`src/hdl/lsu_pkg.sv`:
```
package lsu_pkg;

    // ****************************************
    // Access size, from funct3[1:0].
    // ****************************************

    // Code 2'b11 has no name and always faults.
    typedef enum logic [1:0] {
        SIZE_BYTE = 2'b00,
        SIZE_HALF = 2'b01,
        SIZE_WORD = 2'b10
    } mem_size_t;

    // ****************************************
    // Request and response.
    // ****************************************

    typedef struct packed {
        logic        is_store;
        logic        is_unsigned;
        mem_size_t   size;
        logic [31:0] addr;
        logic [31:0] wdata;
    } lsu_req_t;

    typedef struct packed {
        logic [31:0] rdata;
        logic        fault;
        logic        is_store;
    } lsu_resp_t;

    // ****************************************
    // Internal commands.
    // ****************************************

    // Byte enables of zero mean no write.
    typedef struct packed {
        logic [3:0]  be;
        logic [31:0] wdata;
        logic        fault;
    } ram_wr_t;

    // Held for one cycle next to the RAM read.
    typedef struct packed {
        logic       valid;
        logic       is_store;
        logic       fault;
        logic       is_unsigned;
        mem_size_t  size;
        logic [1:0] offset;
    } load_ctx_t;

endpackage

```
`src/hdl/load_extractor.sv`:
```
module load_extractor (
    input  logic               clk,
    input  logic               arst_n,
    input  logic               req_valid,
    input  lsu_pkg::lsu_req_t  req,
    input  logic               fault,
    input  logic [31:0]        ram_rdata,
    output lsu_pkg::load_ctx_t ctx,
    output logic [31:0]        ldata
);

    logic [7:0]  lane8;
    logic [15:0] lane16;
    logic        sign_ext;

    // ****************************************
    // Context stage, in step with the RAM.
    // ****************************************

    always_ff @(posedge clk or negedge arst_n) begin
        if (!arst_n) begin
            ctx <= '0;
        end else begin
            ctx.valid       <= req_valid;
            ctx.is_store    <= req.is_store;
            ctx.fault       <= fault;
            ctx.is_unsigned <= req.is_unsigned;
            ctx.size        <= req.size;
            ctx.offset      <= req.addr[1:0];
        end
    end

    // ****************************************
    // Lane select and extension.
    // ****************************************

    assign sign_ext = ~ctx.is_unsigned;
    assign lane8    = ram_rdata[8*ctx.offset +: 8];
    assign lane16   = ctx.offset[1] ? ram_rdata[31:16] : ram_rdata[15:0];

    // Misaligned cases fall through here and are zeroed downstream.
    always_comb begin
        case (ctx.size)
            lsu_pkg::SIZE_BYTE: begin
                ldata = {{24{sign_ext & lane8[7]}}, lane8};
            end
            lsu_pkg::SIZE_HALF: begin
                ldata = {{16{sign_ext & lane16[15]}}, lane16};
            end
            default: begin
                ldata = ram_rdata;
            end
        endcase
    end

endmodule

```
`config.mk`:
```
export PLATFORM = sky130hd
export DESIGN_NAME = load_extractor
export DESIGN_NICKNAME = d
export VERILOG_FILES = /design/src/hdl/lsu_pkg.sv /design/src/hdl/load_extractor.sv
export SDC_FILE = /design/constraint.sdc
export NUM_CORES = 1
export LEC_CHECK = 0
export ABC_AREA = 1
export ABC_CLOCK_PERIOD_IN_PS = 2000
export BUFFER_PORTS_ARGS = -buffer_cell sky130_fd_sc_hd__buf_2
export CORE_ASPECT_RATIO = 0.8
export CORE_UTILIZATION = 31
export DETAILED_ROUTE_END_ITERATION = 8
export GPL_TIMING_DRIVEN = 0
export PLACE_DENSITY = 0.81
export SLEW_MARGIN = 25
export SYNTH_ARGS = -nofsm -noshare
export SYNTH_HDL_FRONTEND = slang
export SYNTH_SLANG_ARGS = --single-unit
```
`constraint.sdc`:
```
create_clock -name clk -period 2 [get_ports clk]
set_clock_uncertainty 0.2 [all_clocks]
set_input_delay 0.2 -clock clk [delete_from_list [all_inputs] [get_ports clk]]
set_output_delay 0.2 -clock clk [all_outputs]
set_load 0.05 [all_outputs]
```
==> flow_summary.json <==
{
  "dr.first_iter.drc_count": 77,
  "clkSinkCount": 8,
  "hold_class": "in2async",
  "wirelength_um": 4550,
  "fin_area_um2": 2280,
  "finalCriticalPeriod_ps": 2050,
  "power_switching_mw": 0.516,
  "setup_tns_ps": -771,
  "drc_errors": 0,
  "period_share_pct": 103,
  "rsz0062_at_grt": "true",
  "worst_slack_ps": -51.2,
  "synth_compound_area_share_pct": 0.478,
  "grt.overflow.total": 0,
  "syn_inst": 168,
  "p_leak_nw": 1.33,
  "wl_per_cell_um": 14.4,
  "crit_path_start_kind": "flop",
  "ios": 144,
  "multi_input_area_um2": 900,
  "peakVddDrop_mv": 0.418,
  "end_kind": "output pin",
  "drive_above_1_share_pct": 55.2,
  "htreeDepth": 1,
  "combPwrFrac_pct": 66.6,
  "ys_warn_count": 0,
  "place_area_um2": 1550,
  "diodes": 0,
  "synth_cell_types": 16,
  "grt_pass1_vias": 1473,
  "final_nets": 383,
  "gp_congestion": 0.804,
  "synthMuxAreaShare_pct": 0,
  "antenna_found_initial": 0,
  "rows": 18,
  "fp.dieW_um": 67.0,
  "syn_area_um2": 1050,
  "violations": "setup timing",
  "syn2layout_area_growth_pct": 117,
  "seq_area_um2": 203,
  "vias_per_cell": 4.94,
  "reg_top3": "ctx: 8 flops",
  "grt_first_pass_wirelength_um": 6470,
  "root_buffer": "clkbuf_8",
  "synth_seq_cells": 8,
  "grt_max_degree": 11,
  "setup_viol": 23,
  "clk_path_buf_depth": 2,
  "worst_ep_arrival_time_ps": 1650,
  "dieHeight_um": 54.0,
  "worstPathMaxFanout": 7,
  "drv_cap": 0,
  "hpwl_um": 2710,
  "firstDrtPassIters": 4,
  "intPower_mw": 0.585,
  "num_vias": 1567,
  "p_seq_share_pct": 16.3,
  "portBuffers": 81,
  "worst_ep_required_time_ps": 1600,
  "globalRouteTotalUtil_pct": 24.2,
  "hold_violations": 0,
  "relSlewSlack_pct": 64.3,
  "synth_seq_area_share_pct": 19.1,
  "p_clk_share_pct": 17.1,
  "synth-simple-area-share_pct": 71.1,
  "crit_type": "reg2out",
  "slew_violations": 0,
  "max_slew.worst_pin.slew_ps": 535,
  "status": "finished, violations left",
  "syn_avg_cell_area_um2": 6.23,
  "tritoncts": "built",
  "clkSlewWorstSetupHoldPaths_ps": 40,
  "dieArea_um2": 3620,
  "core_area_um2": 3150,
  "regMostFlops": "ctx",
  "synth_top_family_by_area": "simple AND/OR/NAND/NOR gates",
  "largest_reg_flops": 8,
  "fillerInstances": 242,
  "initial_core_util_pct": 33.2,
  "synthAdderAreaFrac_pct": 0,
  "fmax_mhz": 488,
  "syn-num-nets": 272,
  "ant_nets": 0,
  "cts_inserted_buffers": 3,
  "power.density_nw_per_um2": 483,
  "swShare_pct": 46.9,
  "synth_xor_area_share_pct": 0
}
==> power by group through the flow <==
stage	Combinational (mW)	Sequential (mW)	Clock (mW)
5_1_grt	0.768	0.180	0.203
3_3_place_gp	0.537	0.178	0
6_report	0.733	0.179	0.188
2_1_floorplan	0.371	0.208	0
3_5_place_dp	0.542	0.178	0
4_1_cts	0.685	0.179	0.196
==> kinds of logic (layout without fill, tap and decap cells) <==
family / count (synthesis) / after routing
compound gates: 1 / 1
flops: 8 / 8
buf+inv: 15 / 124
simple gates: 144 / 144
==> cell usage in the layout (no fill, tap or decap), types with 2 or more instances in the layout <==
master         count
nand2_1          100
buf_2             52
buf_8             20
nand3_2           19
buf_4             13
nand3_4           10
dlygate4sd3_1      9
buf_6              8
dfrtp_1            6
buf_12             5
nand2_4            4
nand3_1            4
nand2_2            3
clkbuf_1           3
clkbuf_4           3
clkbuf_8           3
inv_4              2
inv_1              2
nor2_8             2
buf_16             2
dfrtp_2            2
==> stage by stage <==
step | worst slack, ps | hold slack (ps) | cells | power, mW | util (%)
3_5_place_dp | -37.5 | -155 | 289 | 0.719 | 49.0
3_3_place_gp | -6.81 | -157 | 289 | 0.715 | 49.0
6_report | -51.2 | 168 | 317 | 1.10 | 72.2
2_1_floorplan | 2.02 | -296 | 168 | 0.578 | -
4_1_cts | -33.6 | 146 | 316 | 1.06 | 67.8
5_1_grt | -106 | 196 | 317 | 1.15 | 72.2
==> Yosys cell counts <==
| library cell | count | area share [%] |
|---|---|---|
| inv_4 | 2 | 1.2 |
| nand3_1 | 12 | 5.7 |
| a21oi_1 | 1 | 0.48 |
| nand2_1 | 102 | 37 |
| inv_2 | 1 | 0.36 |
| nor2_8 | 2 | 3.8 |
| clkbuf_1 | 3 | 1.1 |
| nand3_2 | 21 | 20 |
| nor2_1 | 1 | 0.36 |
| buf_6 | 4 | 4.3 |
| buf_2 | 2 | 0.96 |
| nand2_4 | 2 | 2.2 |
| inv_1 | 2 | 0.72 |
| dfrtp_1 | 8 | 19 |
| nand2_2 | 4 | 2.4 |
| buf_4 | 1 | 0.72 |
==> layer usage <==
| layer | GRT usage (%) | part of all wire (%) | wire, um |
|---|---|---|---|
| met5 | 0 | 0 | 0 |
| met4 | 5.67 | 0.77 | 35 |
| met3 | 4.45 | 8.5 | 387 |
| met2 | 46.0 | 52 | 2360 |
| met1 | 28.3 | 39 | 1770 |
==> final cells by class <==
class / count / share of cell area, %
well taps: 40 / 2.20
repair buffers: 108 / 42.5
flip-flops and latches: 8 / 8.90
plain buffers: 8 / 3.74
inverters: 5 / 1.37
multi-input cells: 145 / 39.5
clock buffers: 3 / 1.81
==> critical path: stages, from the launching register on <==
cell and delay, ps:
dfrtp_2 480, inv_4 80, nand2_4 70, nor2_8 120, nand2_2 80, nand2_4 90, nand2_8 90, clkbuf_16 190
nand3_2 70, buf_8 150
==> repair_timing <==
action	CTS	global route
gates resized for setup	80	25
hold endpoints to repair	16	0
setup endpoints to repair	32	32
setup buffers	14	1
pin swaps	9	4
cloned	2	1
hold buffers	9	0
==> final timing paths <==
| kind | from | slack [ps] | depth (start not counted) | end |
|---|---|---|---|---|
| min in group clk | req_valid | 410 | 2 | ctx[7]$_DFF_PN0_ |
| hold / removal | arst_n | 170 | 2 | ctx[7]$_DFF_PN0_ |
| setup / recovery | ctx[3]$_DFF_PN0_ | -50 | 9 | ldata[17] |
| max in group asynchronous | arst_n | 1260 | 2 | ctx[0]$_DFF_PN0_ |
(Power assumes the default switching activity.)
