===== config.mk =====
export PLATFORM = sky130hd
export DESIGN_NAME = access_decoder
export DESIGN_NICKNAME = d
export VERILOG_FILES = /design/src/hdl/lsu_pkg.sv /design/src/hdl/access_decoder.sv
export SDC_FILE = /design/constraint.sdc
export NUM_CORES = 1
export LEC_CHECK = 0
export ABC_AREA = 1
export BUFFER_PORTS_ARGS = -buffer_cell sky130_fd_sc_hd__buf_2
export CORE_AREA = 5 5 50 52
export DETAILED_ROUTE_END_ITERATION = 8
export DIE_AREA = 0 0 55 57
export PLACE_DENSITY = 0.85
export SYNTH_ARGS = -nofsm -noshare
export SYNTH_HDL_FRONTEND = slang
export SYNTH_SLANG_ARGS = --single-unit
export TNS_END_PERCENT = 100

===== constraint.sdc =====
create_clock -name vclk -period 2.3
set_clock_uncertainty 0.15 [all_clocks]
set_input_delay 0.115 -clock vclk [all_inputs]
set_output_delay 0.115 -clock vclk [all_outputs]
set_load 0.01 [all_outputs]

===== src/hdl/lsu_pkg.sv =====
package lsu_pkg;

    // ****************************************
    // Access size, from funct3[1:0].
    // ****************************************

    // Code 2'b11 has no name and always faults.
    typedef enum logic [1:0] {
        SIZE_BYTE = 2'b00,
        SIZE_HALF = 2'b01,
        SIZE_WORD = 2'b10
    } mem_size_t;

    // ****************************************
    // Request and response.
    // ****************************************

    typedef struct packed {
        logic        is_store;
        logic        is_unsigned;
        mem_size_t   size;
        logic [31:0] addr;
        logic [31:0] wdata;
    } lsu_req_t;

    typedef struct packed {
        logic [31:0] rdata;
        logic        fault;
        logic        is_store;
    } lsu_resp_t;

    // ****************************************
    // Internal commands.
    // ****************************************

    // Byte enables of zero mean no write.
    typedef struct packed {
        logic [3:0]  be;
        logic [31:0] wdata;
        logic        fault;
    } ram_wr_t;

    // Held for one cycle next to the RAM read.
    typedef struct packed {
        logic       valid;
        logic       is_store;
        logic       fault;
        logic       is_unsigned;
        mem_size_t  size;
        logic [1:0] offset;
    } load_ctx_t;

endpackage


===== src/hdl/access_decoder.sv =====
module access_decoder (
    input  lsu_pkg::lsu_req_t req,
    input  logic              req_valid,
    output lsu_pkg::ram_wr_t  wr
);

    logic [1:0]  offset;
    logic [3:0]  lane_be;
    logic [31:0] wdata_rep;
    logic        misaligned;
    logic        do_write;

    assign offset = req.addr[1:0];

    // Lane selection and store data replication.
    always_comb begin
        lane_be    = 4'b0000;
        wdata_rep  = req.wdata;
        misaligned = 1'b0;
        case (req.size)
            lsu_pkg::SIZE_BYTE: begin
                wdata_rep = {4{req.wdata[7:0]}};
                case (offset)
                    2'd0: lane_be = 4'b0001;
                    2'd1: lane_be = 4'b0010;
                    2'd2: lane_be = 4'b0100;
                    default: lane_be = 4'b1000;
                endcase
            end
            lsu_pkg::SIZE_HALF: begin
                wdata_rep = {2{req.wdata[15:0]}};
                case (offset)
                    2'd0: lane_be = 4'b0011;
                    2'd2: lane_be = 4'b1100;
                    default: misaligned = 1'b1;
                endcase
            end
            lsu_pkg::SIZE_WORD: begin
                if (offset == 2'd0) begin
                    lane_be = 4'b1111;
                end else begin
                    misaligned = 1'b1;
                end
            end
            default: begin
                misaligned = 1'b1;
            end
        endcase
    end

    // A faulting store must leave memory untouched.
    assign do_write = req_valid && req.is_store && !misaligned;

    always_comb begin
        wr.be    = do_write ? lane_be : 4'b0000;
        wr.wdata = wdata_rep;
        wr.fault = misaligned;
    end

endmodule


==> impl_metrics.csv, run 1 <==
group,metric,value,unit
cells_and_area,seqCellArea,0,sq um
sta,timing.fmax,615,MHz
routing,drtIter0Drc,9,
cells_and_area,area_growth_syn_to_layout,63.4,%
routing,route.final.wire_length,1950,microns
die,die-area,0.00314,sq mm
sta,rel_slew_slack,59.2,%
routing,route.vias.total,855,
routing,route.detailed.drc,0,
sta,final_min_period_over_clock_period,70.7,%
setup_path,critical_path.startpoint_type,"input port",
clock_tree,postCtsResizedCells,0,
global_routing,grt_first_pass_wirelength,2950,microns
power,p_per_area,202,mW/mm^2
routing,wire_per_inst,9.77,microns
yosys,synthDominantCellAreaShare,39.4,%
cells_and_area,clockBufferCount,0,
setup_path,critical_path_peak_fanout,23,
run,maxCapViolCount,0,
global_routing,global_route.usage.total,11.4,%
global_routing,grt_max_degree,24,
global_routing,vias_in_the_first_global_route,733,
yosys,netlist_top_cells_area,"sky130_fd_sc_hd__nand2_1 (39%), sky130_fd_sc_hd__buf_4 (15%), sky130_fd_sc_hd__o211ai_1 (10%), sky130_fd_sc_hd__o21ai_0 (9.9%), sky130_fd_sc_hd__nor2_1 (8.2%)",
sta,maxSlewViolCount,0,
cells_and_area,nNetsFinal,243,
cells_and_area,seq_cells,0,
placement,dp.cells,200,
cells_and_area,diodes,0,
die,fp-row-count,17,
setup_path,worst-setup-path-type,"input port to output pin",
sta,max_slew.worst_pin.slew,0.611,ns
global_routing,grt_antenna_before_repair,0,
placement,port-buffer-count,75,
power,p_leak,0.547,nW
clock_tree,postCtsSetupRepairBufs,0,
setup_path,cell_type_with_the_highest_occurrence_count_on_the_critical_path,"sky130_fd_sc_hd__nor2_1",
setup_path,critical_path.endpoint_type,"output pin",
sta,final_hold_viol_count,0,
clock_tree,ctsHoldBuffers,0,
routing,drt.antenna.violating_nets,0,
die,fp.dieW,55,microns
yosys,synth.net_count,179,
placement,globalplace.congestion,0.644,
yosys,synth_top_cell_by_area,"sky130_fd_sc_hd__nand2_1",
sta,fin_crit,1.63,ns
yosys,yosys_warnings,0,
cells_and_area,post_route_cells_drive_above_1_share,44.8,%
cells_and_area,post_layout_utilization_of_the_core,40.0,%
routing,via_density,4.28,
setup_path,cp_data_arrival_time,1.36,ns
die,initial_utilization,24.5,%
sta,final_count_of_negative_setup_slack_endpoints,0,
setup_path,path_cells,"buf_2 > nor2_2 > nand2_1 > nor2_1 > nor2_1 > nor2_1 > buf_2",
setup_path,required,2.04,ns
sta,timing.setup.tns,0,ns
setup_path,timing.critical_path.slowest_stage_cell,"sky130_fd_sc_hd__nor2_2",
worst_hold_path,hold_path_class,"input port to output pin",
yosys,number_of_unique_standard_cell_types_used_by_synthesis,13,
die,die_h,57,microns
run_status,status,"finished clean",
yosys,synth.top_cells.by_count,"sky130_fd_sc_hd__nand2_1 (53), sky130_fd_sc_hd__nor2_1 (11), sky130_fd_sc_hd__buf_4 (10), sky130_fd_sc_hd__inv_1 (10), sky130_fd_sc_hd__o21ai_0 (10)",
power,worst_ir_drop_vdd,0.0693,mV
sta,rsz0062_at_grt,"false",
die,num_io_pins,106,
global_routing,grt.overflow.total,0,
cells_and_area,final_cells,200,
yosys,synthesis.area,505,sq um
die,core_area,0.00206,sq mm
yosys,syn-instance-count,110,
routing,drtPass1Iterations,4,
yosys,yosysSeqAreaShare,0,%
setup_path,worst_path_largest_cell_delay,0.55,ns
yosys,most_repeated_cell_in_the_gate_level_netlist_after_synthesis,"sky130_fd_sc_hd__nand2_1",
placement,hpwl,1600,microns
yosys,syn_area_per_cell,4.60,sq um
[per-stage QoR]
stage | total power [mW] | cell area (sq um) | hold slack, ns | worst slack, ns
floorplan | 0.0942 | 505 | 0.172 | 1.31
global placement | 0.167 | 826 | 0.299 | 0.667
detailed placement | 0.169 | 826 | 0.297 | 0.660
CTS | 0.169 | 826 | 0.297 | 0.665
global route | 0.188 | 826 | 0.318 | 0.526
finish | 0.167 | 826 | 0.295 | 0.673
[layout by cell type, fill, tap and decap left out]
cell type	count
sky130_fd_sc_hd__o21ai_0	10
sky130_fd_sc_hd__o21ai_1	1
sky130_fd_sc_hd__o211ai_1	7
sky130_fd_sc_hd__inv_1	10
sky130_fd_sc_hd__inv_2	1
sky130_fd_sc_hd__nor2_1	11
sky130_fd_sc_hd__nand3b_1	1
sky130_fd_sc_hd__buf_2	75
sky130_fd_sc_hd__nor2_2	1
sky130_fd_sc_hd__nand3_1	1
sky130_fd_sc_hd__nand2_1	53
sky130_fd_sc_hd__o21a_1	1
[area by class of cell]
type | count | area, sq um
Fill cell | 254 | 1240
Inverter | 11 | 41.3
Multi-Input combinational cell | 86 | 374
Timing Repair Buffer | 75 | 375
Tap cell | 28 | 35.0
[critical path: cells and delay by family]
kind | cells | cell delay, ns
simple gates | 5 | 0.88
buf+inv | 2 | 0.36
[path summary, 6_finish.rpt]
kind                start     end  depth (start not counted)
setup / recovery  req[65]  wr[34]                          7
hold / removal     req[7]   wr[8]                          2
[where the power goes]
group / internal (mW) / leakage [nW] / switching (mW)
Combinational: 0.0734 / 0.547 / 0.0935
Sequential: 0 / 0 / 0
Clock: 0 / 0 / 0
[routing by layer]
metal / GRT usage, % / wire length (microns) / vias up
li1: - / - / 462
met1: 14.6 / 767 / 348
met2: 21.6 / 958 / 45
met3: 0.261 / 227 / 0
met4: 0 / 0 / 0
met5: 0 / 0 / -
[kinds of logic (layout without fill, tap and decap cells)]
| group | after synthesis | count (layout) | synth area share [%] |
|---|---|---|---|
| AO/OA/AOI/OAI | 19 | 19 | 22.8 |
| AND/OR/NAND/NOR | 67 | 67 | 51.2 |
| buffers and inverters | 24 | 86 | 26.0 |
Note: power is estimated with default switching activity, not from simulation.
==> inputs of run 2 (changes only) <==
Settings changed: CORE_AREA 5 5 50 52 to 5 5 51 53, DIE_AREA 0 0 55 57 to 0 0 56 58, PLACE_DENSITY 0.85 to 0.81.
Clock period 2.3 ns to 1.6 ns, I/O delays scaled along.
==> run 2 against run 1 <==
Via count fell by 0.23%. Die area rose by 3.6%. Power rose by 47%. Critical path type unchanged. Cell area rose by 2.7%. Non-clock buffer count rose by 3. Largest cell class unchanged. Sequential share of layout area did not move. Worst hold slack got worse by 0.069 ns. First-iteration DRC count rose by 11%. Worst setup slack got worse by 0.45 ns. Routed wire length rose by 2.6%. Critical path depth did not move.
==> impl_metrics.csv, run 2 (synthesis gave the netlist of run 1 again) <==
group,metric,value,unit
cells_and_area,post_layout_utilization_of_the_core,40.3,%
sta,final_count_of_negative_setup_slack_endpoints,0,
setup_path,worst-setup-path-type,"input port to output pin",
worst_hold_path,hold_path.startpoint,"req[2]",
routing,route.final.wire_length,2000,microns
die,fp-row-count,17,
sta,timing.fmax,727,MHz
global_routing,grt.overflow.total,0,
worst_hold_path,hold_path_class,"input port to output pin",
die,fp.dieW,56,microns
routing,wire_per_inst,9.87,microns
cells_and_area,post_route_cells_drive_above_1_share,45.7,%
global_routing,vias_in_the_first_global_route,785,
cells_and_area,clockBufferCount,0,
clock_tree,postCtsSetupRepairBufs,0,
cells_and_area,commonest_cells_after_routing_fill_and_taps_aside,"sky130_fd_sc_hd__buf_2 (75), sky130_fd_sc_hd__nand2_1 (53), sky130_fd_sc_hd__nor2_1 (11)",
setup_path,cp_data_arrival_time,1.15,ns
setup_path,critical_path.startpoint,"req[65]",
power,p_per_area,289,mW/mm^2
sta,maxSlewViolCount,0,
setup_path,critical_path_peak_fanout,14,
global_routing,grt_antenna_before_repair,0,
global_routing,grt_first_pass_wirelength,3240,microns
clock_tree,postCtsResizedCells,0,
cells_and_area,area_growth_syn_to_layout,67.8,%
cells_and_area,final_cells,203,
cells_and_area,seqCellArea,0,sq um
worst_hold_path,hold_path_end,"wr[3]",
cells_and_area,layout_commonest_cell,"sky130_fd_sc_hd__buf_2",
routing,drtIter0Drc,10,
cells_and_area,nNetsFinal,246,
routing,drt.antenna.violating_nets,0,
power,worst_ir_drop_vdd,0.0999,mV
sta,whs,0.226,ns
die,die-area,0.00325,sq mm
cells_and_area,multi_input_area,374,sq um
cells_and_area,fill_cells,259,
setup_path,timing.critical_path.slowest_stage_cell,"sky130_fd_sc_hd__nand2_1",
placement,dp.cells,203,
power,p_leak,0.563,nW
clock_tree,ctsHoldBuffers,0,
routing,drtPass1Iterations,4,
run_status,status,"finished clean",
routing,route.vias.total,853,
die,initial_utilization,24.0,%
die,num_io_pins,106,
run,maxCapViolCount,0,
sta,final_min_period_over_clock_period,86.0,%
placement,port-buffer-count,75,
global_routing,global_route.usage.total,11.4,%
die,die_h,58,microns
sta,final_hold_viol_count,0,
global_routing,grt_max_degree,15,
die,core_area,0.00211,sq mm
sta,rsz0062_at_grt,"false",
setup_path,critical_path.endpoint_type,"output pin",
cells_and_area,seq_cells,0,
placement,globalplace.congestion,0.732,
sta,max_slew.worst_pin.slew,0.330,ns
setup_path,critical_path.startpoint_type,"input port",
setup_path,cell_type_with_the_highest_occurrence_count_on_the_critical_path,"sky130_fd_sc_hd__nor2_1",
setup_path,required,1.37,ns
placement,hpwl,1710,microns
routing,via_density,4.20,
sta,timing.setup.tns,0,ns
sta,rel_slew_slack,78.0,%
sta,fin_crit,1.38,ns
cells_and_area,diodes,0,
setup_path,path_cells,"buf_2 > inv_2 > nand2_1 > nor2_1 > nor2_1 > nor2_1 > buf_2",
worst_hold_path,whs_path_depth,2,
setup_path,worst_path_largest_cell_delay,0.29,ns
routing,route.detailed.drc,0,
==> run 2: critical path: cells and delay by family <==
kind,cells,cell delay (ns)
buffers and inverters,3,0.53
and+or+nand+nor,4,0.53
==> run 2: cell type report <==
cell class	instances	share of cell area, %
inverter	11	4.87
multi-input combinational	86	44.1
tap	28	4.13
timing repair buffer	78	46.9
==> run 2: worst max-delay path by stage <==
| stage | to | slack, ns | cells past startpoint |
|---|---|---|---|
| 6_report | wr[36] | 0.22 | 7 |
| 5_1_grt | wr[36] | 0.11 | 7 |
| 4_1_cts | wr[36] | 0.18 | 7 |
| 3_5_place_dp | wr[36] | 0.18 | 7 |
| 3_3_place_gp | wr[36] | 0.21 | 7 |
| 2_1_floorplan | wr[10] | 0.68 | 4 |
==> run 2: report_power, final <==
group	internal [mW]	switching [mW]
clock network	0	0
registers	0	0
logic	0.111	0.135
==> run 2: metal layers <==
metal / track usage (%) / up-vias / routed length, microns
met1: 14.5 / 339 / 825
met4: 0 / 0 / 0
li1: - / 469 / -
met2: 20.7 / 45 / 942
met3: 2.67 / 0 / 235
met5: 0 / - / 0
==> run 2: per-stage QoR <==
| step | power (mW) | setup WS [ns] | cell area [sq um] |
|---|---|---|---|
| 6_report | 0.245 | 0.224 | 848 |
| 5_1_grt | 0.277 | 0.113 | 848 |
| 4_1_cts | 0.250 | 0.183 | 848 |
| 3_5_place_dp | 0.249 | 0.183 | 848 |
| 3_3_place_gp | 0.247 | 0.207 | 848 |
| 2_1_floorplan | 0.135 | 0.683 | 505 |
