`src/hdl/lsu_pkg.sv`:
```
package lsu_pkg;

    // ****************************************
    // Access size, from funct3[1:0].
    // ****************************************

    // Code 2'b11 has no name and always faults.
    typedef enum logic [1:0] {
        SIZE_BYTE = 2'b00,
        SIZE_HALF = 2'b01,
        SIZE_WORD = 2'b10
    } mem_size_t;

    // ****************************************
    // Request and response.
    // ****************************************

    typedef struct packed {
        logic        is_store;
        logic        is_unsigned;
        mem_size_t   size;
        logic [31:0] addr;
        logic [31:0] wdata;
    } lsu_req_t;

    typedef struct packed {
        logic [31:0] rdata;
        logic        fault;
        logic        is_store;
    } lsu_resp_t;

    // ****************************************
    // Internal commands.
    // ****************************************

    // Byte enables of zero mean no write.
    typedef struct packed {
        logic [3:0]  be;
        logic [31:0] wdata;
        logic        fault;
    } ram_wr_t;

    // Held for one cycle next to the RAM read.
    typedef struct packed {
        logic       valid;
        logic       is_store;
        logic       fault;
        logic       is_unsigned;
        mem_size_t  size;
        logic [1:0] offset;
    } load_ctx_t;

endpackage

```
`src/hdl/lsu_resp.sv`:
```
module lsu_resp (
    input  logic               clk,
    input  logic               arst_n,
    input  lsu_pkg::load_ctx_t ctx,
    input  logic [31:0]        ldata,
    output logic               resp_valid,
    output lsu_pkg::lsu_resp_t resp
);

    lsu_pkg::lsu_resp_t resp_next;
    logic               good_load;

    // ****************************************
    // Merge of store and load results.
    // ****************************************

    assign good_load = !ctx.is_store && !ctx.fault;

    always_comb begin
        resp_next.is_store = ctx.is_store;
        resp_next.fault    = ctx.fault;
        // Stores and faults report zero data.
        resp_next.rdata    = good_load ? ldata : 32'd0;
    end

    // ****************************************
    // Output register.
    // ****************************************

    always_ff @(posedge clk or negedge arst_n) begin
        if (!arst_n) begin
            resp_valid <= 1'b0;
        end else begin
            resp_valid <= ctx.valid;
        end
    end

    // Holds the last result between responses.
    always_ff @(posedge clk or negedge arst_n) begin
        if (!arst_n) begin
            resp <= '0;
        end else if (ctx.valid) begin
            resp <= resp_next;
        end
    end

endmodule

```
`config.mk`:
```
export PLATFORM = sky130hd
export DESIGN_NAME = lsu_resp
export DESIGN_NICKNAME = d
export VERILOG_FILES = /design/src/hdl/lsu_pkg.sv /design/src/hdl/lsu_resp.sv
export SDC_FILE = /design/constraint.sdc
export NUM_CORES = 1
export LEC_CHECK = 0
export ABC_AREA = 1
export BUFFER_PORTS_ARGS = -buffer_cell sky130_fd_sc_hd__buf_4
export CAP_MARGIN = 20
export CORE_MARGIN = 8
export CORE_UTILIZATION = 27
export CTS_CLUSTER_DIAMETER = 60
export DETAILED_ROUTE_END_ITERATION = 10
export GPL_TIMING_DRIVEN = 0
export PLACE_DENSITY_LB_ADDON = 0.15
export SETUP_SLACK_MARGIN = 0.15
export SYNTH_ARGS = -nofsm -noshare
export SYNTH_HDL_FRONTEND = slang
export SYNTH_SLANG_ARGS = --single-unit
```
`constraint.sdc`:
```
create_clock -name clk -period 1.2 [get_ports clk]
set_clock_uncertainty 0.1 [all_clocks]
set_input_delay 0 -clock clk [delete_from_list [all_inputs] [get_ports clk]]
set_output_delay 0 -clock clk [all_outputs]
set_load 0.05 [all_outputs]
```
==> load_flow_metrics.sql, run 1 <==
INSERT INTO impl_metrics (metric_group, metric, value, unit) VALUES
('status', 'outcome', 'finished clean', ''),
('synthesis', 'yosysUniqueCellTypes', '7', ''),
('floorplan', 'placeableCoreArea', '5850', 'µm²'),
('pwr', 'p_per_area', '1030', 'nW/µm²'),
('placed_design', 'dpl_worst_slack', '383', 'ps'),
('critical_path', 'crit_required', '1270', 'ps'),
('cells_and_area', 'ff_latch_area', '876', 'µm²'),
('synthesis', 'synth_warnings', '0', ''),
('routing', 'routedWlPerCell', '11.7', 'µm'),
('routing', 'first_iter_violations', '73', ''),
('run', 'timing.max_cap.violations', '0', ''),
('cells_and_area', 'area.growth.synth_to_final', '70.4', '%'),
('routing', 'wl_met2', '2230', 'µm'),
('cts', 'clock_sink_count', '35', ''),
('routing', 'drc', '0', ''),
('routing', 'highest_metal_used', 'met4', ''),
('grt', 'antenna_violations_before_repair', '0', ''),
('placed_design', 'post-dp-hpwl', '3090', 'µm'),
('min_path', 'min_from', 'ctx[5]', ''),
('timing', 'maxSlewViolCount', '0', ''),
('synthesis', 'ys_seq_elements', '35', ''),
('floorplan', 'dieArea', '8720', 'µm²'),
('cells_and_area', 'area_of_the_multi_input_gates', '514', 'µm²'),
('cts', 'clockRootBuffer', 'clkbuf_8', ''),
('floorplan', 'fp-row-count', '28', ''),
('synthesis', 'postSynthAreaPerCell', '7.60', 'µm²'),
('synthesis', 'synth_top_area_frac', '0.541', ''),
('placed_design', 'placed_area', '2240', 'µm²'),
('grt', 'grt_overflow_total', '0', ''),
('routing', 'dr_total_vias', '1557', ''),
('synthesis', 'synth_seq_area_share', '0.541', ''),
('synthesis', 'ys_top_cells_by_area', 'dfrtp_1, nand2_1, inv_1', ''),
('critical_path', 'critPathMaxFanout', '10', ''),
('routing', 'detail_route.wirelength', '4730', 'µm'),
('min_path', 'hold_end', 'resp[33]', ''),
('synthesis', 'synth.net_count', '255', ''),
('timing', 'relSlewSlack', '0.695', ''),
('timing', 'slew_at_the_pin_with_the_worst_max_slew_slack', '458', 'ps'),
('cts', 'clock_path_buffers', '2', ''),
('timing', 'post-route-period-util', '0.859', ''),
('grt', 'first_global_vias', '1634', ''),
('critical_path', 'crit_path_cell_trace', 'buf_4 -> buf_6 -> buf_6 -> nand2_1 -> dlygate4sd3_1 -> nand2_1', ''),
('timing', 'setup_viol', '0', ''),
('timing', 'finalSetupTns', '0', 'ps'),
('cts', 'insertion_delay', '270', 'ps'),
('routing', 'drt_pass1_iterations', '4', ''),
('cells_and_area', 'fin_nets', '374', ''),
('min_path', 'min_path_cells', '5', ''),
('cts', 'htree_num_levels', '2', ''),
('cts', 'cts.clk_slew.worst_paths', '70', 'ps'),
('critical_path', 'crit-reg2reg-launch', 'resp[13]', ''),
('critical_path', 'crit-reg2reg-capture', 'resp[13]', ''),
('synthesis', 'synth-main-ff-cell', 'dfrtp_1', ''),
('synthesis', 'library_cell_with_the_highest_instance_count_after_synthesis', 'nand2_1', ''),
('critical_path', 'worst_path_max_delay_cell', 'dlygate4sd3_1', ''),
('timing', 'final_critical_path_setup_slack', '169', 'ps'),
('timing', 'achievable-frequency', '970', 'MHz'),
('cts', 'tritoncts.num_buffers', '5', ''),
('cells_and_area', 'drive_above_1_share', '0.281', ''),
('cells_and_area', 'nFillCells', '596', ''),
('placed_design', 'port-buffer-count', '71', ''),
('synthesis', 'netlist_top_cells_count', 'nand2_1, dfrtp_1, inv_1, buf_6, buf_4', ''),
('synthesis', 'postSynthCellCount', '213', ''),
('synthesis', 'ys_async_sr_fraction', '1.00', ''),
('grt', 'grtUsageTotal', '0.112', ''),
('critical_path', 'worstSetupPathType', 'input pin to flip-flop', ''),
('floorplan', 'initial_core_util', '0.277', ''),
('synthesis', 'synth.largest_area_cell', 'dfrtp_1', ''),
('critical_path', 'r2r_setup_slack', '490', 'ps'),
('floorplan', 'die_w', '93.4', 'µm'),
('critical_path', 'critical_path.endpoint_type', 'flip-flop', '');
## power breakdown
| part | switching (µW) | internal, µW | total (µW) |
|---|---|---|---|
| Clock | 382 | 386 | 768 |
| Sequential | 36.5 | 1250 | 1280 |
| Combinational | 458 | 336 | 794 |
## what timing repair did
action                     4_1_cts  5_1_grt
hold endpoints to repair        70        0
gates resized for setup          0       11
setup buffers                    0        2
setup endpoints to repair        0       30
hold buffers                    36        0
## layer usage
layer  vias up  track usage
li1        838            -
met1       674        0.126
met2        39        0.189
met3         6       0.0393
met4         0       0.0483
met5         -            0
## cells in the final DEF, fill, tap and decap left out
master            n
buf_4            72
inv_4             1
nor2_4            1
buf_6            12
buf_12            1
clkbuf_1          1
nand2_1         134
inv_1            32
dlygate4sd3_1    35
clkbuf_8          5
dlymetal6s4s_1    1
buf_8             1
dfrtp_1          35
## per-stage QoR
stage | power, µW | utilization | hold slack, ps | cells
2_1_floorplan | 1700 | - | -396 | 213
3_3_place_gp | 1980 | 0.384 | -106 | 359
3_5_place_dp | 1990 | 0.384 | -113 | 359
4_1_cts | 2870 | 0.458 | -116 | 401
5_1_grt | 3020 | 0.471 | 28.5 | 406
6_report | 2850 | 0.471 | 22.9 | 406
## registers in the layout, indices dropped and copies added (netlist names)
name        cells
resp_valid      1
resp           34
## worst max-delay path: cells and delay by family
kind | cells | cell delay [ps]
buffers and inverters | 4 | 950
and+or+nand+nor | 2 | 140
## logic make-up (layout without fill, tap and decap cells)
logic type / after synthesis / after routing / share of synthesized area
AND/OR/NAND/NOR: 135 / 135 / 0.318
buffers and inverters: 43 / 161 / 0.141
flip-flops: 35 / 35 / 0.541
## worst max path at each step
stage               slack [ps]  cells after the start     start        to
floorplan                  260                      2  resp[10]  resp[10]
global route               130                      6    ctx[7]   resp[1]
detailed placement         380                      7    ctx[7]   resp[8]
CTS                        160                      6    ctx[6]  resp[14]
finish                     170                      6    ctx[7]   resp[1]
global placement           380                      7    ctx[7]   resp[9]
## cell type report
type | instances | share of cell area
Sequential cell | 35 | 0.318
Multi-Input combinational cell | 135 | 0.187
Buffer | 10 | 0.0422
Clock buffer | 6 | 0.0263
Timing Repair Buffer | 112 | 0.347
Tap cell | 75 | 0.0340
Inverter | 33 | 0.0458
No activity file was read; power rests on OpenSTA's default activity.
==> run 2: changes to the inputs <==
- CTS_BUF_LIST: default -> sky130_fd_sc_hd__clkbuf_4
==> run 2 against run 1 <==
Against the previous run: final cell count is 0.25% higher; power is 4.5% lower; register-to-register slack worse by 140 ps; combinational power is 4.7% higher; clock power is 23% lower; worst setup slack better by 2.6 ps; maximum frequency is 0.25% higher.
==> load_flow_metrics.sql, run 2 (synthesized netlist as in run 1, its figures left out) <==
INSERT INTO impl_metrics (metric_group, metric, value, unit) VALUES
('floorplan', 'num_io_pins', '77', ''),
('timing', 'setup_viol', '0', ''),
('placed_design', 'post-dp-hpwl', '3090', 'µm'),
('cells_and_area', 'layout.cells.most_common_list', 'nand2_1, buf_6, buf_4', ''),
('grt', 'antenna_violations_before_repair', '0', ''),
('floorplan', 'dieArea', '8720', 'µm²'),
('grt', 'first_global_vias', '1658', ''),
('pwr', 'combinationalPowerShare', '0.306', ''),
('cts', 'tritoncts.num_buffers', '5', ''),
('cells_and_area', 'largest_reg_flops', '34', ''),
('routing', 'dr_total_vias', '1581', ''),
('min_path', 'hold_path.class', 'input pin to async pin', ''),
('routing', 'drc', '0', ''),
('timing', 'relSlewSlack', '0.694', ''),
('floorplan', 'fp-row-count', '28', ''),
('floorplan', 'placeableCoreArea', '5850', 'µm²'),
('routing', 'via_per_inst', '3.88', ''),
('cells_and_area', 'fin_nets', '375', ''),
('critical_path', 'crit_path_end', 'resp[8]', ''),
('pwr', 'netSwitchingPower', '867', 'µW'),
('timing', 'rsz0062_at_grt', 'yes', ''),
('pwr', 'p_per_area', '957', 'nW/µm²'),
('grt', 'grt_start_max_net_pins', '36', ''),
('grt', 'grt_overflow_total', '0', ''),
('cts', 'clock_path_buffers', '2', ''),
('timing', 'finalSetupTns', '0', 'ps'),
('critical_path', 'r2r.worst_path.cells', '3', ''),
('cells_and_area', 'largest_register', 'resp', ''),
('cts', 'clockRootBuffer', 'clkbuf_4', ''),
('timing', 'maxSlewViolCount', '0', ''),
('routing', 'routedWlPerCell', '11.7', 'µm'),
('grt', 'wire_length_of_the_first_global_routing_pass', '7850', 'µm'),
('placed_design', 'port-buffer-count', '71', ''),
('placed_design', 'gp_congestion', '0.691', ''),
('cells_and_area', 'num_antenna_cells', '0', ''),
('routing', 'antenna_violating_nets_post_route', '0', ''),
('pwr', 'internal-power', '1850', 'µW'),
('cells_and_area', 'drive_above_1_share', '0.286', ''),
('pwr', 'pwr-share-clk', '0.218', ''),
('placed_design', 'placed_area', '2240', 'µm²'),
('cells_and_area', 'mostFrequentLayoutCell', 'nand2_1', ''),
('pwr', 'ir_worst_vdd', '488', 'µV'),
('pwr', 'power.sequential.fraction', '0.476', ''),
('cts', 'insertion_delay', '320', 'ps'),
('critical_path', 'crit_required', '1320', 'ps'),
('critical_path', 'cp-startpoint', 'ctx[7]', ''),
('pwr', 'p_leak', '0.00173', 'µW'),
('cells_and_area', 'biggestRegsByFlops', 'resp x34, resp_valid x1', ''),
('critical_path', 'critical_path.endpoint_type', 'flip-flop', ''),
('cells_and_area', 'area.growth.synth_to_final', '75.6', '%'),
('grt', 'grtUsageTotal', '0.113', ''),
('pwr', 'power.switching_fraction', '0.319', ''),
('run', 'timing.max_cap.violations', '0', ''),
('floorplan', 'die-height', '93.4', 'µm'),
('floorplan', 'initial_core_util', '0.277', ''),
('critical_path', 'r2r_setup_slack', '350', 'ps'),
('cts', 'htree_num_levels', '2', ''),
('critical_path', 'critPathMaxFanout', '10', ''),
('critical_path', 'crit-reg2reg-capture', 'resp[27]', ''),
('timing', 'slew_at_the_pin_with_the_worst_max_slew_slack', '459', 'ps'),
('critical_path', 'critPathArrivalTime', '1150', 'ps'),
('routing', 'detail_route.wirelength', '4750', 'µm'),
('critical_path', 'setup.worst_path.start_class', 'input pin', ''),
('timing', 'min_tclk_post_route', '1030', 'ps'),
('status', 'outcome', 'finished clean', ''),
('timing', 'report.final.hold_viol_count', '0', ''),
('cts', 'cts.clk_slew.worst_paths', '100', 'ps'),
('timing', 'post-route-period-util', '0.857', ''),
('cts', 'tritoncts', 'yes', ''),
('floorplan', 'die_w', '93.4', 'µm'),
('critical_path', 'crit-reg2reg-launch', 'resp[27]', ''),
('timing', 'achievable-frequency', '972', 'MHz'),
('critical_path', 'worstSetupPathType', 'input pin to flip-flop', ''),
('cells_and_area', 'design_area', '2840', 'µm²'),
('routing', 'drt_pass1_iterations', '4', ''),
('cts', 'clock_sink_count', '35', ''),
('routing', 'first_iter_violations', '46', '');
[run 2: how the worst min path moves through the flow]
stage	endpoint
finish	resp[25]
global route	resp[25]
CTS	resp[28]
detailed placement	resp[25]
global placement	resp[25]
floorplan	resp[0]
[run 2: through the flow]
stage	setup slack [ps]	utilization	hold WS, ps	total power, µW	std cells
floorplan	264	-	-396	1700	213
global placement	380	0.384	-106	1980	359
detailed placement	383	0.384	-113	1990	359
global route	124	0.486	82.4	2890	407
CTS	152	0.455	49.8	2700	401
finish	172	0.486	55.5	2720	407
[run 2: power by group through the flow]
stage	Sequential (µW)	Clock (µW)	Combinational, µW
floorplan	1540	0	162
global placement	1310	0	679
detailed placement	1300	0	681
CTS	1280	634	779
global route	1300	694	896
finish	1300	592	831
[run 2: cell type report]
type	instances	area, µm²
multi-input combinational	135	514
fill	583	3010
sequential	35	876
buffer	10	116
inverter	33	126
timing repair buffer	113	1070
clock buffer	6	45.0
tap	75	93.8
[run 2: timing repair]
action                     4_1_cts  5_1_grt
setup endpoints to repair        3       47
gates resized for setup          3       36
hold buffers                    36        0
setup buffers                    0        6
gates cloned                     0        0
hold endpoints to repair        70        0
[run 2: metal layers]
metal / wire length [µm] / up-vias / global-route usage
li1: - / 840 / -
met4: 108 / 0 / 0.0497
met2: 2260 / 44 / 0.189
met3: 323 / 8 / 0.0393
met5: 0 / - / 0
met1: 2060 / 689 / 0.127
[run 2: critical path, stage by stage]
cell and delay [ps]:
dlygate4sd3_1 540, buf_4 140, buf_6 140, buf_6 140, nand2_1 70, inv_1 40
nand2_1 40, nand2_1 50
==> run 3: changes to the inputs <==
- BUFFER_PORTS_ARGS: -buffer_cell sky130_fd_sc_hd__buf_4 -> default
- CORE_UTILIZATION: 27 -> 41
- DONT_BUFFER_PORTS: default -> 1
==> run 3 against run 2 <==
Against the previous run: global-route usage rose by 2.8 points; largest power group unchanged; maximum frequency rose by 5.6%; clock power fell by 2%; critical path depth fell by 8.
==> load_flow_metrics.sql, run 3 (synthesized netlist as in run 1, its figures left out) <==
INSERT INTO impl_metrics (metric_group, metric, value, unit) VALUES
('routing', 'routedWlPerCell', '13.4', 'µm'),
('placed_design', 'port-buffer-count', '0', ''),
('cts', 'insertion_delay', '320', 'ps'),
('timing', 'achievable-frequency', '1030', 'MHz'),
('routing', 'detail_route.wirelength', '4100', 'µm'),
('routing', 'antenna_violating_nets_post_route', '0', ''),
('timing', 'rsz0062_at_grt', 'no', ''),
('cts', 'clock_path_buffers', '2', ''),
('placed_design', 'gp_congestion', '0.677', ''),
('timing', 'slew_at_the_pin_with_the_worst_max_slew_slack', '279', 'ps'),
('placed_design', 'dpl_worst_slack', '209', 'ps'),
('cts', 'clockRootBuffer', 'clkbuf_4', ''),
('grt', 'antenna_violations_before_repair', '0', ''),
('cells_and_area', 'drive_above_1_share', '0.211', ''),
('pwr', 'pwr-share-clk', '0.236', ''),
('critical_path', 'r2r.worst_path.cells', '2', ''),
('pwr', 'power.sequential.fraction', '0.633', ''),
('timing', 'finalSetupTns', '0', 'ps'),
('critical_path', 'critPathArrivalTime', '870', 'ps'),
('timing', 'min_tclk_post_route', '974', 'ps'),
('floorplan', 'placeableCoreArea', '3880', 'µm²'),
('cells_and_area', 'largest_register', 'resp', ''),
('routing', 'drt_pass1_iterations', '4', ''),
('cells_and_area', 'largest_reg_flops', '34', ''),
('min_path', 'hold_path.class', 'input pin to async pin', ''),
('cts', 'postCtsSetupBuffers', '0', ''),
('status', 'outcome', 'finished clean', ''),
('timing', 'setup_viol', '0', ''),
('pwr', 'internal-power', '1650', 'µW'),
('grt', 'grt_start_max_net_pins', '36', ''),
('timing', 'maxSlewViolCount', '0', ''),
('critical_path', 'critPathMaxFanout', '2', ''),
('pwr', 'power.switching_fraction', '0.328', ''),
('grt', 'wire_length_of_the_first_global_routing_pass', '6910', 'µm'),
('placed_design', 'post-dp-hpwl', '2660', 'µm'),
('cells_and_area', 'area.growth.synth_to_final', '32.9', '%'),
('grt', 'grtUsageTotal', '0.141', ''),
('cts', 'cts.clk_slew.worst_paths', '100', 'ps'),
('floorplan', 'die-height', '78.8', 'µm'),
('critical_path', 'setup.worst_path.start_class', 'flip-flop', ''),
('floorplan', 'die_w', '78.8', 'µm'),
('floorplan', 'num_io_pins', '77', ''),
('critical_path', 'crit_required', '1100', 'ps'),
('pwr', 'p_leak', '0.00127', 'µW'),
('routing', 'via_per_inst', '4.38', ''),
('cells_and_area', 'ff_latch_area', '920', 'µm²'),
('pwr', 'p_per_area', '1140', 'nW/µm²'),
('floorplan', 'initial_core_util', '0.416', ''),
('cts', 'tritoncts', 'yes', ''),
('cells_and_area', 'num_antenna_cells', '0', ''),
('cts', 'clock_sink_count', '35', ''),
('cts', 'htree_num_levels', '2', ''),
('grt', 'first_global_vias', '1391', ''),
('critical_path', 'critical_path_depth', '0', ''),
('timing', 'final_critical_path_setup_slack', '226', 'ps'),
('grt', 'grt_overflow_total', '0', ''),
('pwr', 'ir_worst_vdd', '672', 'µV'),
('critical_path', 'worstSetupPathType', 'flip-flop to output pin', ''),
('floorplan', 'dieArea', '6210', 'µm²'),
('cells_and_area', 'mostFrequentLayoutCell', 'nand2_1', ''),
('critical_path', 'critical_path.endpoint_type', 'output pin', ''),
('pwr', 'combinationalPowerShare', '0.131', ''),
('timing', 'report.final.hold_viol_count', '0', ''),
('routing', 'first_iter_violations', '62', ''),
('run', 'timing.max_cap.violations', '0', ''),
('cells_and_area', 'layout.cells.most_common_list', 'nand2_1, dlygate4sd3_1, dfrtp_2', ''),
('cells_and_area', 'fin_nets', '299', ''),
('floorplan', 'fp-row-count', '23', ''),
('pwr', 'netSwitchingPower', '804', 'µW'),
('cells_and_area', 'area_of_the_multi_input_gates', '514', 'µm²'),
('cts', 'tritoncts.num_buffers', '5', ''),
('routing', 'drc', '0', ''),
('cells_and_area', 'nFillCells', '376', ''),
('timing', 'post-route-period-util', '0.812', ''),
('cells_and_area', 'biggestRegsByFlops', 'resp x34, resp_valid x1', ''),
('timing', 'relSlewSlack', '0.814', ''),
('routing', 'dr_total_vias', '1340', '');
[run 3: cell count changes in the layout (fill, tap and decap cells not counted), sizes merged]
cell	previous run	this run
buf	87	11
[run 3: layer usage]
layer,GRT usage,part of all wire
met4,0.0500,0.015
met5,0,0
met2,0.235,0.50
met3,0.0530,0.076
met1,0.163,0.41
[run 3: worst paths after layout]
check	startpoint	endpoint	slack [ps]
setup / recovery	resp[1]	resp[1]	230
min in group clk	ctx[7]	resp_valid	170
setup reg to reg	resp[15]	resp[15]	280
hold / removal	arst_n	resp[30]	10
max in group asynchronous	arst_n	resp[26]	780
hold reg to reg	resp[23]	resp[23]	600
[run 3: stage by stage]
stage          total power, µW  instance area (µm²)  std cells  hold slack [ps]  utilization
4_1_cts                   2500                 2150        306             8.34        0.553
3_5_place_dp              1760                 1680        263             -395        0.433
5_1_grt                   2580                 2150        306             14.5        0.553
3_3_place_gp              1760                 1680        263             -395        0.433
6_report                  2450                 2150        306             11.1        0.553
2_1_floorplan             1700                 1620        213             -396            -
[run 3: cell type report]
cell class | instances | area share
plain buffers | 10 | 0.0471
inverters | 33 | 0.0588
repair buffers | 37 | 0.177
multi-input cells | 135 | 0.239
flip-flops and latches | 35 | 0.428
clock buffers | 6 | 0.0210
well taps | 50 | 0.0291
[run 3: worst reg2reg max path: cells and delay by family (launching register included)]
kind | cells | cell delay, ps
flops | 1 | 530
simple gates | 2 | 180
[run 3: power by group through the flow]
| stage | Clock, µW | Sequential [µW] | Combinational (µW) |
|---|---|---|---|
| 3_5_place_dp | 0 | 1560 | 198 |
| 3_3_place_gp | 0 | 1560 | 194 |
| 5_1_grt | 646 | 1560 | 370 |
| 4_1_cts | 616 | 1550 | 327 |
| 6_report | 578 | 1550 | 322 |
| 2_1_floorplan | 0 | 1540 | 162 |
[run 3: timing repair]
action                                 4_1_cts  5_1_grt
setup endpoints to repair                   35        0
endpoints found under the hold margin       70        0
hold buffers                                37        0
gates resized for setup                     35        0
